--- src/logic/rv_pkg.sv ---
package rv_pkg;

  // base opcodes of the supported subset
  typedef enum logic [6:0] {
    OP_R      = 7'b0110011,
    OP_IMM    = 7'b0010011,
    OP_LOAD   = 7'b0000011,
    OP_STORE  = 7'b0100011,
    OP_BRANCH = 7'b1100011,
    OP_JAL    = 7'b1101111,
    OP_LUI    = 7'b0110111
  } t_opcode;

  typedef enum logic [2:0] {
    ALU_ADD, ALU_SUB, ALU_AND, ALU_OR, ALU_XOR, ALU_SLT, ALU_SLTU, ALU_PASS_B
  } t_alu_op;

  typedef enum logic [2:0] {IMM_I, IMM_S, IMM_B, IMM_U, IMM_J} t_imm_src;

  // execute operand source
  typedef enum logic [1:0] {FWD_REG, FWD_MEM, FWD_WB} t_fwd_sel;

  typedef enum logic [1:0] {RES_ALU, RES_MEM, RES_PC4} t_result_src;

  // all zero is a bubble
  typedef struct packed {
    logic        reg_write;
    logic        mem_write;
    t_result_src result_src;
    logic        alu_src;
    t_alu_op     alu_op;
    logic        branch;
    logic        branch_ne;
    logic        jump;
    t_imm_src    imm_src;
  } t_ctrl;

  typedef struct packed {
    logic [31:0] instr;
    logic [31:0] pc;
    logic [31:0] pc_plus4;
  } t_if_id;

  typedef struct packed {
    t_ctrl       ctrl;
    logic [31:0] rd1;
    logic [31:0] rd2;
    logic [31:0] imm;
    logic [31:0] pc;
    logic [31:0] pc_plus4;
    logic [4:0]  rs1;
    logic [4:0]  rs2;
    logic [4:0]  rd;
  } t_id_ex;

  typedef struct packed {
    t_ctrl       ctrl;
    logic [31:0] alu_out;
    logic [31:0] write_data;
    logic [31:0] pc_plus4;
    logic [4:0]  rd;
  } t_ex_mem;

  typedef struct packed {
    t_ctrl       ctrl;
    logic [31:0] alu_out;
    logic [31:0] read_data;
    logic [31:0] pc_plus4;
    logic [4:0]  rd;
  } t_mem_wb;

  // addi x0, x0, 0
  localparam logic [31:0] NOP_INSTR = 32'h0000_0013;

endpackage

--- src/logic/alu.sv ---
`timescale 1ns/1ns

module alu import rv_pkg::*; (
  input  t_alu_op     i_op,
  input  logic [31:0] i_a,
  input  logic [31:0] i_b,
  output logic [31:0] o_y,
  output logic        o_zero
);

  always_comb begin
    case (i_op)
      ALU_ADD: begin
        o_y = i_a + i_b;
      end
      // also the compare for beq and bne
      ALU_SUB: begin
        o_y = i_a - i_b;
      end
      ALU_AND: begin
        o_y = i_a & i_b;
      end
      ALU_OR: begin
        o_y = i_a | i_b;
      end
      ALU_XOR: begin
        o_y = i_a ^ i_b;
      end
      ALU_SLT: begin
        o_y = {31'd0, $signed(i_a) < $signed(i_b)};
      end
      ALU_SLTU: begin
        o_y = {31'd0, i_a < i_b};
      end
      // lui immediate straight through
      default: begin
        o_y = i_b;
      end
    endcase
  end

  assign o_zero = (o_y == 32'd0);

endmodule

--- src/logic/controller.sv ---
`timescale 1ns/1ns

module controller import rv_pkg::*; (
  input  logic [31:0] i_instr,
  output t_ctrl       o_ctrl
);

  t_opcode    opcode;
  logic [2:0] funct3;
  logic [6:0] funct7;

  assign opcode = t_opcode'(i_instr[6:0]);
  assign funct3 = i_instr[14:12];
  assign funct7 = i_instr[31:25];

  // anything not recognised falls back to all-zero control
  always_comb begin
    o_ctrl = '0;
    case (opcode)
      OP_R: begin
        o_ctrl.reg_write = 1'b1;
        case ({funct7, funct3})
          {7'h00, 3'b000}: o_ctrl.alu_op = ALU_ADD;
          {7'h20, 3'b000}: o_ctrl.alu_op = ALU_SUB;
          {7'h00, 3'b111}: o_ctrl.alu_op = ALU_AND;
          {7'h00, 3'b110}: o_ctrl.alu_op = ALU_OR;
          {7'h00, 3'b100}: o_ctrl.alu_op = ALU_XOR;
          {7'h00, 3'b010}: o_ctrl.alu_op = ALU_SLT;
          {7'h00, 3'b011}: o_ctrl.alu_op = ALU_SLTU;
          default:         o_ctrl = '0;
        endcase
      end
      OP_IMM: begin
        o_ctrl.reg_write = 1'b1;
        o_ctrl.alu_src   = 1'b1;
        o_ctrl.imm_src   = IMM_I;
        case (funct3)
          3'b000:  o_ctrl.alu_op = ALU_ADD;
          3'b111:  o_ctrl.alu_op = ALU_AND;
          3'b110:  o_ctrl.alu_op = ALU_OR;
          3'b100:  o_ctrl.alu_op = ALU_XOR;
          3'b010:  o_ctrl.alu_op = ALU_SLT;
          // sltiu and shifts are not supported
          default: o_ctrl = '0;
        endcase
      end
      // word access only
      OP_LOAD: begin
        if (funct3 == 3'b010) begin
          o_ctrl.reg_write  = 1'b1;
          o_ctrl.result_src = RES_MEM;
          o_ctrl.alu_src    = 1'b1;
          o_ctrl.imm_src    = IMM_I;
        end
      end
      OP_STORE: begin
        if (funct3 == 3'b010) begin
          o_ctrl.mem_write = 1'b1;
          o_ctrl.alu_src   = 1'b1;
          o_ctrl.imm_src   = IMM_S;
        end
      end
      OP_BRANCH: begin
        if (funct3 == 3'b000 || funct3 == 3'b001) begin
          o_ctrl.branch    = 1'b1;
          o_ctrl.branch_ne = funct3[0];
          o_ctrl.alu_op    = ALU_SUB;
          o_ctrl.imm_src   = IMM_B;
        end
      end
      OP_JAL: begin
        o_ctrl.reg_write  = 1'b1;
        o_ctrl.result_src = RES_PC4;
        o_ctrl.jump       = 1'b1;
        o_ctrl.imm_src    = IMM_J;
      end
      OP_LUI: begin
        o_ctrl.reg_write = 1'b1;
        o_ctrl.alu_src   = 1'b1;
        o_ctrl.alu_op    = ALU_PASS_B;
        o_ctrl.imm_src   = IMM_U;
      end
      default: begin
        o_ctrl = '0;
      end
    endcase
  end

endmodule

--- src/logic/datapath.sv ---
`timescale 1ns/1ns

module datapath import rv_pkg::*; #(
  parameter logic [31:0] RESET_PC = 32'h0000_0000
) (
  input  logic        i_clk,
  input  logic        i_rst,
  input  logic [31:0] i_imem_data,
  input  logic [31:0] i_dmem_rdata,
  input  t_ctrl       i_ctrl_d,
  input  logic        i_stall_f,
  input  logic        i_stall_d,
  input  logic        i_flush_d,
  input  logic        i_flush_e,
  input  t_fwd_sel    i_fwd_a,
  input  t_fwd_sel    i_fwd_b,
  output logic [31:0] o_imem_addr,
  output logic [31:0] o_dmem_addr,
  output logic [31:0] o_dmem_wdata,
  output logic        o_dmem_we,
  output logic [31:0] o_instr_d,
  output logic [4:0]  o_rs1_d,
  output logic [4:0]  o_rs2_d,
  output logic [4:0]  o_rs1_e,
  output logic [4:0]  o_rs2_e,
  output logic [4:0]  o_rd_e,
  output logic        o_load_e,
  output logic [4:0]  o_rd_m,
  output logic        o_reg_write_m,
  output logic [4:0]  o_rd_w,
  output logic        o_reg_write_w,
  output logic        o_redirect_e
);

  localparam t_if_id IF_ID_BUBBLE = '{instr: NOP_INSTR, default: '0};

  logic [31:0] pc_f;
  logic [31:0] pc_plus4_f;
  t_if_id      if_id_d;
  t_if_id      if_id_q;
  logic [31:0] rd1_d;
  logic [31:0] rd2_d;
  logic [31:0] imm_d;
  t_id_ex      id_ex_d;
  t_id_ex      id_ex_q;
  logic [31:0] src_a_e;
  logic [31:0] fwd_b_e;
  logic [31:0] src_b_e;
  logic [31:0] alu_y_e;
  logic        zero_e;
  logic [31:0] target_e;
  t_ex_mem     ex_mem_d;
  t_ex_mem     ex_mem_q;
  logic [31:0] result_m;
  t_mem_wb     mem_wb_d;
  t_mem_wb     mem_wb_q;
  logic [31:0] result_w;

  function automatic logic [31:0] fwd_mux(input t_fwd_sel sel, input logic [31:0] reg_val);
    logic [31:0] val;
    case (sel)
      FWD_MEM: val = result_m;
      FWD_WB:  val = result_w;
      default: val = reg_val;
    endcase
    return val;
  endfunction

  // fetch, redirect beats the load-use hold
  assign pc_plus4_f = pc_f + 32'd4;
  always_ff @(posedge i_clk) begin
    if (i_rst) begin
      pc_f <= RESET_PC;
    end else if (o_redirect_e) begin
      pc_f <= target_e;
    end else if (!i_stall_f) begin
      pc_f <= pc_plus4_f;
    end
  end
  assign o_imem_addr = pc_f;
  assign if_id_d = '{instr: i_imem_data, pc: pc_f, pc_plus4: pc_plus4_f};

  pipe_reg #(.T_DATA(t_if_id), .RESET_VALUE(IF_ID_BUBBLE)) u_if_id (
    .i_clk(i_clk), .i_rst(i_rst),
    .i_enable(~i_stall_d), .i_clear(i_flush_d),
    .i_d(if_id_d), .o_q(if_id_q)
  );

  // decode
  assign o_instr_d = if_id_q.instr;
  assign o_rs1_d   = if_id_q.instr[19:15];
  assign o_rs2_d   = if_id_q.instr[24:20];

  reg_file u_reg_file (
    .i_clk(i_clk), .i_we(mem_wb_q.ctrl.reg_write),
    .i_rs1(o_rs1_d), .i_rs2(o_rs2_d),
    .i_rd(mem_wb_q.rd), .i_wdata(result_w),
    .o_rd1(rd1_d), .o_rd2(rd2_d)
  );

  imm_extend u_imm_extend (
    .i_instr(if_id_q.instr), .i_imm_src(i_ctrl_d.imm_src), .o_imm(imm_d)
  );

  assign id_ex_d = '{ctrl: i_ctrl_d, rd1: rd1_d, rd2: rd2_d, imm: imm_d,
                     pc: if_id_q.pc, pc_plus4: if_id_q.pc_plus4,
                     rs1: o_rs1_d, rs2: o_rs2_d, rd: if_id_q.instr[11:7]};

  pipe_reg #(.T_DATA(t_id_ex), .RESET_VALUE('0)) u_id_ex (
    .i_clk(i_clk), .i_rst(i_rst),
    .i_enable(1'b1), .i_clear(i_flush_e),
    .i_d(id_ex_d), .o_q(id_ex_q)
  );

  // execute
  assign src_a_e = fwd_mux(i_fwd_a, id_ex_q.rd1);
  assign fwd_b_e = fwd_mux(i_fwd_b, id_ex_q.rd2);
  assign src_b_e = id_ex_q.ctrl.alu_src ? id_ex_q.imm : fwd_b_e;

  alu u_alu (
    .i_op(id_ex_q.ctrl.alu_op), .i_a(src_a_e), .i_b(src_b_e),
    .o_y(alu_y_e), .o_zero(zero_e)
  );

  // beq taken on zero, bne on nonzero
  assign target_e     = id_ex_q.pc + id_ex_q.imm;
  assign o_redirect_e = id_ex_q.ctrl.jump |
                        (id_ex_q.ctrl.branch & (zero_e ^ id_ex_q.ctrl.branch_ne));
  assign o_rs1_e  = id_ex_q.rs1;
  assign o_rs2_e  = id_ex_q.rs2;
  assign o_rd_e   = id_ex_q.rd;
  assign o_load_e = (id_ex_q.ctrl.result_src == RES_MEM);

  assign ex_mem_d = '{ctrl: id_ex_q.ctrl, alu_out: alu_y_e, write_data: fwd_b_e,
                      pc_plus4: id_ex_q.pc_plus4, rd: id_ex_q.rd};

  pipe_reg #(.T_DATA(t_ex_mem), .RESET_VALUE('0)) u_ex_mem (
    .i_clk(i_clk), .i_rst(i_rst),
    .i_enable(1'b1), .i_clear(1'b0),
    .i_d(ex_mem_d), .o_q(ex_mem_q)
  );

  // memory
  assign o_dmem_addr   = ex_mem_q.alu_out;
  assign o_dmem_wdata  = ex_mem_q.write_data;
  assign o_dmem_we     = ex_mem_q.ctrl.mem_write;
  assign o_rd_m        = ex_mem_q.rd;
  assign o_reg_write_m = ex_mem_q.ctrl.reg_write;
  // jal link value has to be forwarded too
  assign result_m = (ex_mem_q.ctrl.result_src == RES_PC4) ? ex_mem_q.pc_plus4
                                                          : ex_mem_q.alu_out;

  assign mem_wb_d = '{ctrl: ex_mem_q.ctrl, alu_out: ex_mem_q.alu_out,
                      read_data: i_dmem_rdata, pc_plus4: ex_mem_q.pc_plus4,
                      rd: ex_mem_q.rd};

  pipe_reg #(.T_DATA(t_mem_wb), .RESET_VALUE('0)) u_mem_wb (
    .i_clk(i_clk), .i_rst(i_rst),
    .i_enable(1'b1), .i_clear(1'b0),
    .i_d(mem_wb_d), .o_q(mem_wb_q)
  );

  // write-back
  always_comb begin
    case (mem_wb_q.ctrl.result_src)
      RES_MEM: result_w = mem_wb_q.read_data;
      RES_PC4: result_w = mem_wb_q.pc_plus4;
      default: result_w = mem_wb_q.alu_out;
    endcase
  end
  assign o_rd_w        = mem_wb_q.rd;
  assign o_reg_write_w = mem_wb_q.ctrl.reg_write;

endmodule

--- src/logic/hazard_unit.sv ---
`timescale 1ns/1ns

module hazard_unit import rv_pkg::*; (
  input  logic [4:0] i_rs1_d,
  input  logic [4:0] i_rs2_d,
  input  logic [4:0] i_rs1_e,
  input  logic [4:0] i_rs2_e,
  input  logic [4:0] i_rd_e,
  input  logic       i_load_e,
  input  logic [4:0] i_rd_m,
  input  logic       i_reg_write_m,
  input  logic [4:0] i_rd_w,
  input  logic       i_reg_write_w,
  input  logic       i_redirect_e,
  output logic       o_stall_f,
  output logic       o_stall_d,
  output logic       o_flush_d,
  output logic       o_flush_e,
  output t_fwd_sel   o_fwd_a,
  output t_fwd_sel   o_fwd_b
);

  logic load_use;

  // memory stage is younger, so it wins
  function automatic t_fwd_sel fwd_pick(input logic [4:0] rs);
    t_fwd_sel sel;
    if (rs != 5'd0 && rs == i_rd_m && i_reg_write_m) begin
      sel = FWD_MEM;
    end else if (rs != 5'd0 && rs == i_rd_w && i_reg_write_w) begin
      sel = FWD_WB;
    end else begin
      sel = FWD_REG;
    end
    return sel;
  endfunction

  assign o_fwd_a = fwd_pick(i_rs1_e);
  assign o_fwd_b = fwd_pick(i_rs2_e);

  // load result not ready until write-back
  assign load_use = i_load_e && (i_rd_e != 5'd0) &&
                    ((i_rd_e == i_rs1_d) || (i_rd_e == i_rs2_d));

  assign o_stall_f = load_use;
  assign o_stall_d = load_use;
  assign o_flush_d = i_redirect_e;
  assign o_flush_e = load_use | i_redirect_e;

endmodule

--- src/logic/imm_extend.sv ---
`timescale 1ns/1ns

module imm_extend import rv_pkg::*; (
  input  logic [31:0] i_instr,
  input  t_imm_src    i_imm_src,
  output logic [31:0] o_imm
);

  logic sign;

  assign sign = i_instr[31];

  always_comb begin
    case (i_imm_src)
      IMM_I: begin
        o_imm = {{20{sign}}, i_instr[31:20]};
      end
      IMM_S: begin
        o_imm = {{20{sign}}, i_instr[31:25], i_instr[11:7]};
      end
      // branch offset, bit 0 always zero
      IMM_B: begin
        o_imm = {{20{sign}}, i_instr[7], i_instr[30:25], i_instr[11:8], 1'b0};
      end
      IMM_U: begin
        o_imm = {i_instr[31:12], 12'd0};
      end
      // jal offset
      IMM_J: begin
        o_imm = {{12{sign}}, i_instr[19:12], i_instr[20], i_instr[30:21], 1'b0};
      end
      default: begin
        o_imm = 32'd0;
      end
    endcase
  end

endmodule

--- src/logic/pipe_reg.sv ---
`timescale 1ns/1ns

module pipe_reg #(
  parameter type T_DATA = logic [31:0],
  parameter T_DATA RESET_VALUE = '0
) (
  input  logic  i_clk,
  input  logic  i_rst,
  input  logic  i_enable,
  input  logic  i_clear,
  input  T_DATA i_d,
  output T_DATA o_q
);

  // clear turns the stage into a bubble
  always_ff @(posedge i_clk) begin
    if (i_rst || i_clear) begin
      o_q <= RESET_VALUE;
    end else if (i_enable) begin
      o_q <= i_d;
    end
  end

endmodule

--- src/logic/pipeline_core.sv ---
`timescale 1ns/1ns

module pipeline_core import rv_pkg::*; #(
  parameter logic [31:0] RESET_PC = 32'h0000_0000
) (
  input  logic        i_clk,
  input  logic        i_rst,
  output logic [31:0] o_imem_addr,
  input  logic [31:0] i_imem_data,
  output logic [31:0] o_dmem_addr,
  output logic [31:0] o_dmem_wdata,
  output logic        o_dmem_we,
  input  logic [31:0] i_dmem_rdata
);

  logic [31:0] instr_d;
  t_ctrl       ctrl_d;
  logic        stall_f;
  logic        stall_d;
  logic        flush_d;
  logic        flush_e;
  t_fwd_sel    fwd_a;
  t_fwd_sel    fwd_b;
  logic [4:0]  rs1_d;
  logic [4:0]  rs2_d;
  logic [4:0]  rs1_e;
  logic [4:0]  rs2_e;
  logic [4:0]  rd_e;
  logic        load_e;
  logic [4:0]  rd_m;
  logic        reg_write_m;
  logic [4:0]  rd_w;
  logic        reg_write_w;
  logic        redirect_e;

  controller u_controller (
    .i_instr(instr_d), .o_ctrl(ctrl_d)
  );

  hazard_unit u_hazard_unit (
    .i_rs1_d(rs1_d), .i_rs2_d(rs2_d),
    .i_rs1_e(rs1_e), .i_rs2_e(rs2_e),
    .i_rd_e(rd_e), .i_load_e(load_e),
    .i_rd_m(rd_m), .i_reg_write_m(reg_write_m),
    .i_rd_w(rd_w), .i_reg_write_w(reg_write_w),
    .i_redirect_e(redirect_e),
    .o_stall_f(stall_f), .o_stall_d(stall_d),
    .o_flush_d(flush_d), .o_flush_e(flush_e),
    .o_fwd_a(fwd_a), .o_fwd_b(fwd_b)
  );

  datapath #(.RESET_PC(RESET_PC)) u_datapath (
    .i_clk(i_clk), .i_rst(i_rst),
    .i_imem_data(i_imem_data), .i_dmem_rdata(i_dmem_rdata),
    .i_ctrl_d(ctrl_d),
    .i_stall_f(stall_f), .i_stall_d(stall_d),
    .i_flush_d(flush_d), .i_flush_e(flush_e),
    .i_fwd_a(fwd_a), .i_fwd_b(fwd_b),
    .o_imem_addr(o_imem_addr),
    .o_dmem_addr(o_dmem_addr), .o_dmem_wdata(o_dmem_wdata),
    .o_dmem_we(o_dmem_we),
    .o_instr_d(instr_d),
    .o_rs1_d(rs1_d), .o_rs2_d(rs2_d),
    .o_rs1_e(rs1_e), .o_rs2_e(rs2_e),
    .o_rd_e(rd_e), .o_load_e(load_e),
    .o_rd_m(rd_m), .o_reg_write_m(reg_write_m),
    .o_rd_w(rd_w), .o_reg_write_w(reg_write_w),
    .o_redirect_e(redirect_e)
  );

endmodule

--- src/logic/reg_file.sv ---
`timescale 1ns/1ns

module reg_file (
  input  logic        i_clk,
  input  logic        i_we,
  input  logic [4:0]  i_rs1,
  input  logic [4:0]  i_rs2,
  input  logic [4:0]  i_rd,
  input  logic [31:0] i_wdata,
  output logic [31:0] o_rd1,
  output logic [31:0] o_rd2
);

  // x0 has no storage
  logic [31:0] regs [1:31];

  function automatic logic [31:0] read_port(input logic [4:0] addr);
    logic [31:0] val;
    if (addr == 5'd0) begin
      val = 32'd0;
    end else if (i_we && (addr == i_rd)) begin
      // write-back value seen in the same cycle
      val = i_wdata;
    end else begin
      val = regs[addr];
    end
    return val;
  endfunction

  always_ff @(posedge i_clk) begin
    if (i_we && (i_rd != 5'd0)) begin
      regs[i_rd] <= i_wdata;
    end
  end

  assign o_rd1 = read_port(i_rs1);
  assign o_rd2 = read_port(i_rs2);

endmodule

--- config.mk ---
export PLATFORM = sky130hd
export DESIGN_NAME = pipeline_core
export DESIGN_NICKNAME = d
export VERILOG_FILES = /design/src/logic/rv_pkg.sv /design/src/logic/alu.sv /design/src/logic/controller.sv /design/src/logic/datapath.sv /design/src/logic/hazard_unit.sv /design/src/logic/imm_extend.sv /design/src/logic/pipe_reg.sv /design/src/logic/pipeline_core.sv /design/src/logic/reg_file.sv
export SDC_FILE = /design/constraint.sdc
export NUM_CORES = 2
export LEC_CHECK = 0
export BUFFER_PORTS_ARGS = -buffer_cell sky130_fd_sc_hd__buf_2
export CORE_MARGIN = 3
export CORE_UTILIZATION = 28
export CTS_CLUSTER_DIAMETER = 120
export DETAILED_ROUTE_END_ITERATION = 10
export RECOVER_POWER = 100
export SYNTH_ARGS = -nofsm -noshare
export SYNTH_HDL_FRONTEND = slang
export SYNTH_SLANG_ARGS = --single-unit
--- constraint.sdc ---
create_clock -name i_clk -period 12.7 [get_ports i_clk]
set_input_delay 1.905 -clock i_clk [delete_from_list [all_inputs] [get_ports i_clk]]
set_output_delay 1.905 -clock i_clk [all_outputs]
set_load 0.02 [all_outputs]
After elaboration in Yosys (flattened, before gate mapping)
Memory sizes are Yosys's and may differ from the RTL's. A register that Yosys moved wholly into a read port is not among the register bits.
Index checks and enable logic that the tools add are counted.
{"block": "word_totals", "register_bits": 459, "latch_bits": 0, "mem_bits_rw": 992, "romBits": 0, "in_bits": 66, "output_inout_bits": 97, "word_cells": 154, "mem_count": 1}
{"memory": "u_datapath.u_reg_file.regs", "words": 31, "word_bits": 32, "rd": 2, "rd_clocked_by_memory_dff": 2, "write_ports": 1, "line": "reg_file.sv:15", "rtl": "logic [31:0] regs [1:31];"}
{"block": "op_classes", "n_addsub": 4, "n_mul": 0, "div": 0, "n_lt_le_gt_ge": 2, "eq_ne": 43, "shifts": 0, "mux": 31, "bitwise": 9, "n_reduce_logical": 33}
{"op": "$pmux W32 S7", "n": 1}
{"op": "$pmux W32 S2", "n": 3}
{"op": "$pmux W32 S5", "n": 1}
{"op": "$mux W32", "n": 4}
{"op": "$add A32 B32 Y32", "n": 2}
{"op": "$lt A32 B32 Y1", "n": 2}
{"op": "$pmux W3 S4", "n": 3}
{"op": "$add A32 B3 Y32 const B", "n": 1}
{"op": "$and A32 B32 Y32", "n": 1}
{"op": "$logic_not A32 Y1", "n": 1}
{"op": "$or A32 B32 Y32", "n": 1}
{"op": "$sub A32 B32 Y32", "n": 1}
{"op": "$xor A32 B32 Y32", "n": 1}
{"op": "$eq A10 B3 Y1 const B", "n": 3}
{"op": "$eq A5 B5 Y1", "n": 6}
{"op": "$eq A3 B3 Y1 const B", "n": 7}
{"op": "$eq A7 B6 Y1 const B", "n": 3}
{"op": "$eq A10 B2 Y1 const B", "n": 2}
{"op": "$reduce_bool A5 Y1", "n": 4}
{"op": "$pmux W3 S6", "n": 1}
{"op": "$eq A3 B2 Y1 const B", "n": 5}
{"op": "$eq A7 B7 Y1 const B", "n": 2}
{"op": "$mux W2", "n": 6}
{"op": "$logic_and A1 B1 Y1", "n": 11}
{"op": "other kinds (26)", "n": 50}

Logic depth before layout (Yosys ltp)
{"block": "logic_depth", "ltp_word": 17, "ltp_mapped": 31, "ltp_nobuf": 24}

Cells and area by module
A second synthesis with hierarchy kept.
{"block": "hier_totals", "hier_cells": 6566, "area_unflattened_um2": 79736.5}
{"module": "reg_file", "n_inst": 1, "cells_per_inst": 2759, "area_each_um2": 47200.3, "seq_area_each_um2": 29788.6}
{"module": "pipe_reg at u_datapath.u_ex_mem ...", "n_inst": 2, "cells_per_inst": 372, "area_each_um2": 4095.2, "seq_area_each_um2": 2302.2}
{"module": "pipe_reg at u_datapath.u_id_ex", "n_inst": 1, "cells_per_inst": 610, "area_each_um2": 6722.7, "seq_area_each_um2": 3783.6}
{"module": "datapath", "n_inst": 1, "cells_per_inst": 955, "area_each_um2": 6502.5, "seq_area_each_um2": 640.6}
{"module": "alu", "n_inst": 1, "cells_per_inst": 980, "area_each_um2": 6313.6, "seq_area_each_um2": 0.0}
{"module": "pipe_reg at u_datapath.u_if_id", "n_inst": 1, "cells_per_inst": 311, "area_each_um2": 3459.6, "seq_area_each_um2": 1921.8}
{"module": "imm_extend", "n_inst": 1, "cells_per_inst": 94, "area_each_um2": 540.5, "seq_area_each_um2": 0.0}
{"module": "hazard_unit", "n_inst": 1, "cells_per_inst": 55, "area_each_um2": 454.2, "seq_area_each_um2": 0.0}
{"module": "controller", "n_inst": 1, "cells_per_inst": 58, "area_each_um2": 352.8, "seq_area_each_um2": 0.0}

Worst setup path after synthesis
Ideal clock, no wire load.
{"block": "synth_timing", "kind": "reg2reg", "from": "register u_datapath.u_mem_wb.o_q[111] in the netlist's numbering", "to": "register u_datapath.pc_f[16] (netlist: u_datapath.o_imem_addr[16])", "setup_time_ns": 0.081, "t_arrival_ns": 7.412, "required_time_ns": 12.619, "setup_slack_ns": 5.207, "stages_incl_launch_ff": 26, "path_buffers": 3, "synth_period_minus_slack_ns": 7.493, "path_cell_list": "dfxtp_1 -> inv_1 -> ha_1 -> clkbuf_1 -> a22oi_1 -> o21ai_0 -> mux2_2 -> a21oi_2 -> o21a_1 -> ha_1 -> clkbuf_1 -> nor2_1 -> a211oi_1 -> o21bai_1 -> a32o_1 -> o31a_1 -> a31oi_1 -> mux2_2 -> or4_1 -> a2111oi_2 -> and2_1 -> a21o_1 -> buf_2 -> nand3_2 -> or3_1 -> a41oi_1"}
{"block": "synth_via", "elab_chain_len": 11, "elab_cells_between_ends": 20, "cone_classes": "add/sub (2); order compare (2); eq/ne (3); mux (6); bitwise (6); reduce/logical (1)"}
{"item": "start, declared", "line": "pipe_reg.sv:12", "rtl": "output T_DATA o_q"}
{"item": "start signal, assigned", "line": "pipe_reg.sv:20", "rtl": "o_q <= i_d;"}
{"item": "$eq A2 B2 Y1 or $eq A2 B1 Y1 (tied branches)", "line": "datapath.sv:165", "rtl": "case (mem_wb_q.ctrl.result_src)"}
{"item": "$pmux W32 S2 (*)", "line": "datapath.sv:165"}
{"item": "via u_datapath.result_w[6]", "line": "datapath.sv:57", "rtl": "logic [31:0] result_w;"}
{"item": "$pmux W32 S2", "line": "datapath.sv:61", "rtl": "case (sel)"}
{"item": "$mux W32", "line": "datapath.sv:118", "rtl": "assign src_b_e = id_ex_q.ctrl.alu_src ? id_ex_q.imm : fwd_b_e;"}
{"item": "$sub A32 B32 Y32, or another cell as far along", "line": "alu.sv:18", "rtl": "o_y = i_a - i_b;"}
{"item": "$pmux W32 S7 (*)", "line": "alu.sv:12", "rtl": "case (i_op)"}
{"item": "$logic_not A32 Y1 (*)", "line": "alu.sv:42", "rtl": "assign o_zero = (o_y == 32'd0);"}
{"item": "$xor A1 B1 Y1 (*)", "line": "datapath.sv:128", "rtl": "(id_ex_q.ctrl.branch & (zero_e ^ id_ex_q.ctrl.branch_ne));"}
{"item": "$and A1 B1 Y1 (*)", "line": "datapath.sv:128"}
{"item": "$or A1 B1 Y1 (*)", "line": "datapath.sv:127", "rtl": "assign o_redirect_e = id_ex_q.ctrl.jump |"}
{"item": "$ne A2 B2 Y1 (no source line) or $mux W32 (tied branches)"}
{"item": "end signal, assigned", "line": "datapath.sv:75", "rtl": "pc_f <= target_e;"}
{"item": "end signal, assigned", "line": "datapath.sv:77", "rtl": "pc_f <= pc_plus4_f;"}
{"item": "end, declared", "line": "datapath.sv:37", "rtl": "logic [31:0] pc_f;"}
Mark *: on every way through the listed nets, which the timed path passes. The rest lies on a longest branch.
A chain may end at the register's enable or synchronous reset.

Worst setup path in the final report
{"block": "layout_timing", "from": "register u_datapath.u_mem_wb.o_q[111] in the netlist's numbering", "to": "register u_datapath.u_if_id.o_q[30] in the netlist's numbering"}
{"block": "layout_via", "elab_chain_len": 11, "elab_cells_between_ends": 19, "cone_classes": "add/sub (2); order compare (2); eq/ne (2); mux (5); bitwise (6); reduce/logical (2)"}
{"item": "$eq A2 B2 Y1 or $eq A2 B1 Y1 (tied branches)", "line": "datapath.sv:165"}
{"item": "$pmux W32 S2 (*)", "line": "datapath.sv:165"}
{"item": "via u_datapath.result_w[13]", "line": "datapath.sv:57"}
{"item": "$pmux W32 S2", "line": "datapath.sv:61"}
{"item": "$mux W32", "line": "datapath.sv:118"}
{"item": "$sub A32 B32 Y32, or another cell as far along", "line": "alu.sv:18"}
{"item": "$pmux W32 S7 (*)", "line": "alu.sv:12"}
{"item": "$logic_not A32 Y1 (*)", "line": "alu.sv:42"}
{"item": "$xor A1 B1 Y1 (*)", "line": "datapath.sv:128"}
{"item": "$and A1 B1 Y1 (*)", "line": "datapath.sv:128"}
{"item": "$or A1 B1 Y1 (*)", "line": "datapath.sv:127"}
{"item": "$logic_or A1 B1 Y1 (*)", "line": "pipe_reg.sv:17", "rtl": "if (i_rst || i_clear) begin"}
{"item": "end signal, assigned", "line": "pipe_reg.sv:20"}
{"item": "end, declared", "line": "pipe_reg.sv:12"}
Marked as above.

==> impl_metrics.tcl <==
set metrics [dict create \
    power_frac_comb_pct 11.7 \
    port_buffers 162 \
    cpPeakStageDelay_ns 1.26 \
    grt_start_max_net_pins 130 \
    drc 0 \
    mostFrequentLayoutCells "edfxtp_1, mux4_2, dfxtp_1" \
    fin_ws_ns 2.24 \
    timing.final.crit_share_pct 82.4 \
    rows 187 \
    maxSlewHeadroom_pct -158 \
    cp-start-kind "register" \
    ir_drop_mv 0.140 \
    arrival_ns 11.19 \
    drv_slew 1617 \
    p_clk_share_pct 40.8 \
    p_leak_nw 27.4 \
    fp.dieW_um 519 \
    place_inst 8924 \
    hold_viol_final 0 \
    yosys.area.top_type "edfxtp_1" \
    synthToLayoutAreaGrowth_pct 12.5 \
    path_class "register to register" \
    dpl.hpwl_um 170000 \
    layout_commonest_cell "edfxtp_1" \
    grt_pass1_wl_um 375000 \
    ys_seq_elements 1510 \
    routed_wl_um 265000 \
    power.internal_mw 8.44 \
    clockRootBuffer "clkbuf_16" \
    cts_buffer_depth 3 \
    grt_usage_pct 19.1 \
    die_y_um 519 \
    ys_top_cells_by_area "edfxtp_1, mux4_2, dfxtp_1" \
    grt_pass1_vias 49700 \
    drive_gt1_share_pct 18.8 \
    multi_input_area_mm2 0.0310 \
    dieArea_mm2 0.270 \
    clock_latency_ns 0.83 \
    crit_fanout 63 \
    synth-async-reset-ratio_pct 0 \
    yosysTopAreaCellShare_pct 40.4 \
    cts_buffers 162 \
    synth_nets 5788 \
    drtIter0Drc 6429 \
    cap_violations 61 \
    end_kind "register" \
    ys.warnings.count 0 \
    min_path_type "register to register" \
    p_per_area_mw_per_mm2 138 \
    cts_tree "yes" \
    place.gp.congestion 0.965 \
    synth_xor_area_share_pct 1.16 \
    crit_path_top_delay_cell "clkbuf_1" \
    outcome "finished with violations" \
    synth_area_mm2 0.0737 \
    switching_share_pct 26.4 \
    drt_pass1_iterations 6 \
    vias 50700 \
    overflow 0 \
    post_cts_buffers 0 \
    synthCells 5589 \
    worst_slew_pin_slew_ns 3.87 \
    cts.sinks 1510 \
    antenna_found_initial 14 \
    max_freq_ghz 0.0956 \
    pre_cts_ws_ns 3.77 \
    setup_violations 0 \
    core_area_mm2 0.261 \
    final_util_pct 31.8 \
    ys_types 98 \
    postSynthAreaPerCell_um2 13.2 \
    synth.area.mux_share_pct 20.3 \
    detail-route-antenna-nets 0 \
    fin_crit_ns 10.46 \
    worstPathRequired_ns 13.43 \
    p_seq_share_pct 47.5 \
    synth_edf_count 992 \
    floorplan.initialDensity_pct 28.3 \
    synth_simple_gate_area_share_pct 9.09 \
    ff_latch_area_mm2 0.0402 \
    finalNetCount 5791 \
    io_pins 163 \
    fin_cells 9225 \
    fill_cells 25800 \
    grt_setup_unrepaired "false" \
    power.total_mw 11.5 \
    postCtsHoldBufs 0 \
    wl_per_cell_um 28.8 \
    avgViaCountPerCell 5.49 \
    power.switching_mw 3.03 \
    clk_pin_slew_worst_paths_ns 0.06 \
    synthAdderAreaFrac_pct 2.29 \
    synth_top_family_by_area "multiplexers" \
    violations "max-capacitance violations, max-slew violations" \
    ys.flop_type "edfxtp_1" \
    cts_max_level 4 \
    synth_compound_area_share_pct 9.26 \
    tns_ns 0 \
    yosysSeqAreaShare_pct 54.5 \
    ctsResizeCount 0 \
    finalClockSkew_ns 0.0400 \
]
## worst paths after layout
check                                     from                    endpoint  slack, ns  cells after the start
hold reg to reg     u_datapath.u_if_id.o_q[10]  u_datapath.u_id_ex.o_q[25]       0.43                      2
hold / removal      u_datapath.u_if_id.o_q[10]  u_datapath.u_id_ex.o_q[25]       0.43                      2
setup / recovery  u_datapath.u_mem_wb.o_q[111]  u_datapath.u_if_id.o_q[30]       2.24                     25
setup reg to reg  u_datapath.u_mem_wb.o_q[111]  u_datapath.u_if_id.o_q[30]       2.24                     25
## Yosys cell counts (59+ instances only)
library cell / number
edfxtp_1: 992
dfxtp_1: 518
mux4_2: 508
nand2_1: 373
nor2_1: 369
a21oi_1: 327
clkbuf_1: 297
mux2i_1: 235
nor2b_1: 190
o21ai_0: 190
ha_1: 130
and2_1: 127
inv_1: 124
mux2_2: 100
nor3_1: 80
nand3_1: 73
buf_4: 69
buf_1: 61
xnor2_1: 61
a221oi_1: 59
## routing by layer
| metal | part of all wire [%] | GRT usage, % |
|---|---|---|
| met1 | 40 | 25.0 |
| met4 | 4.9 | 8.30 |
| met2 | 47 | 30.7 |
| met3 | 8.7 | 3.65 |
| met5 | 0.011 | 0 |
## cell families after synthesis
| logic type | count (synthesis) |
|---|---|
| xor+xnor | 98 |
| mux | 848 |
| buf+inv | 587 |
| fa+ha+maj | 133 |
| simple gates | 1379 |
| flops | 1510 |
| compound gates | 1034 |
## cell type report
class | instances | share of cell area, %
diodes | 8 | 0.0241
clock buffers | 221 | 5.50
clock inverters | 72 | 0.795
inverters | 124 | 0.561
multi-input cells | 3492 | 37.4
flip-flops and latches | 1510 | 48.4
well taps | 3496 | 5.27
repair buffers | 302 | 1.99
## state kept, by name (all words and copies together), names as in the netlist
register,flops
u_datapath.u_id_ex.o_q,183
u_datapath.u_mem_wb.o_q,104
u_datapath.o_imem_addr,32
u_datapath.u_reg_file.regs,992
u_datapath.u_ex_mem.o_q,105
u_datapath.u_if_id.o_q,94
## critical path, delay by kind of cell (launching register included)
kind	cells	cell delay [ns]
AO/OA/AOI/OAI	9	2.35
adder cells (fa/ha/maj)	2	1.66
buffers and inverters	5	2.88
flip-flops	1	0.34
multiplexers	2	0.62
AND/OR/NAND/NOR	7	2.42
## through the flow
stage               hold slack [ns]  instance area (um^2)
global placement              0.422                 78600
global route                  0.458                 83000
floorplan                     0.414                 73700
CTS                           0.431                 83800
detailed placement            0.428                 78600
finish                        0.432                 83000
## power groups by stage
stage	Combinational, mW	Clock, mW	Sequential [mW]
after floorplan	0.926	0	5.46
after global placement	1.33	0	5.54
after detailed placement	1.34	0	5.54
after CTS	1.34	4.75	5.43
after global routing	1.42	4.95	5.44
final	1.34	4.68	5.44
Power figures use the tool's default switching activity.
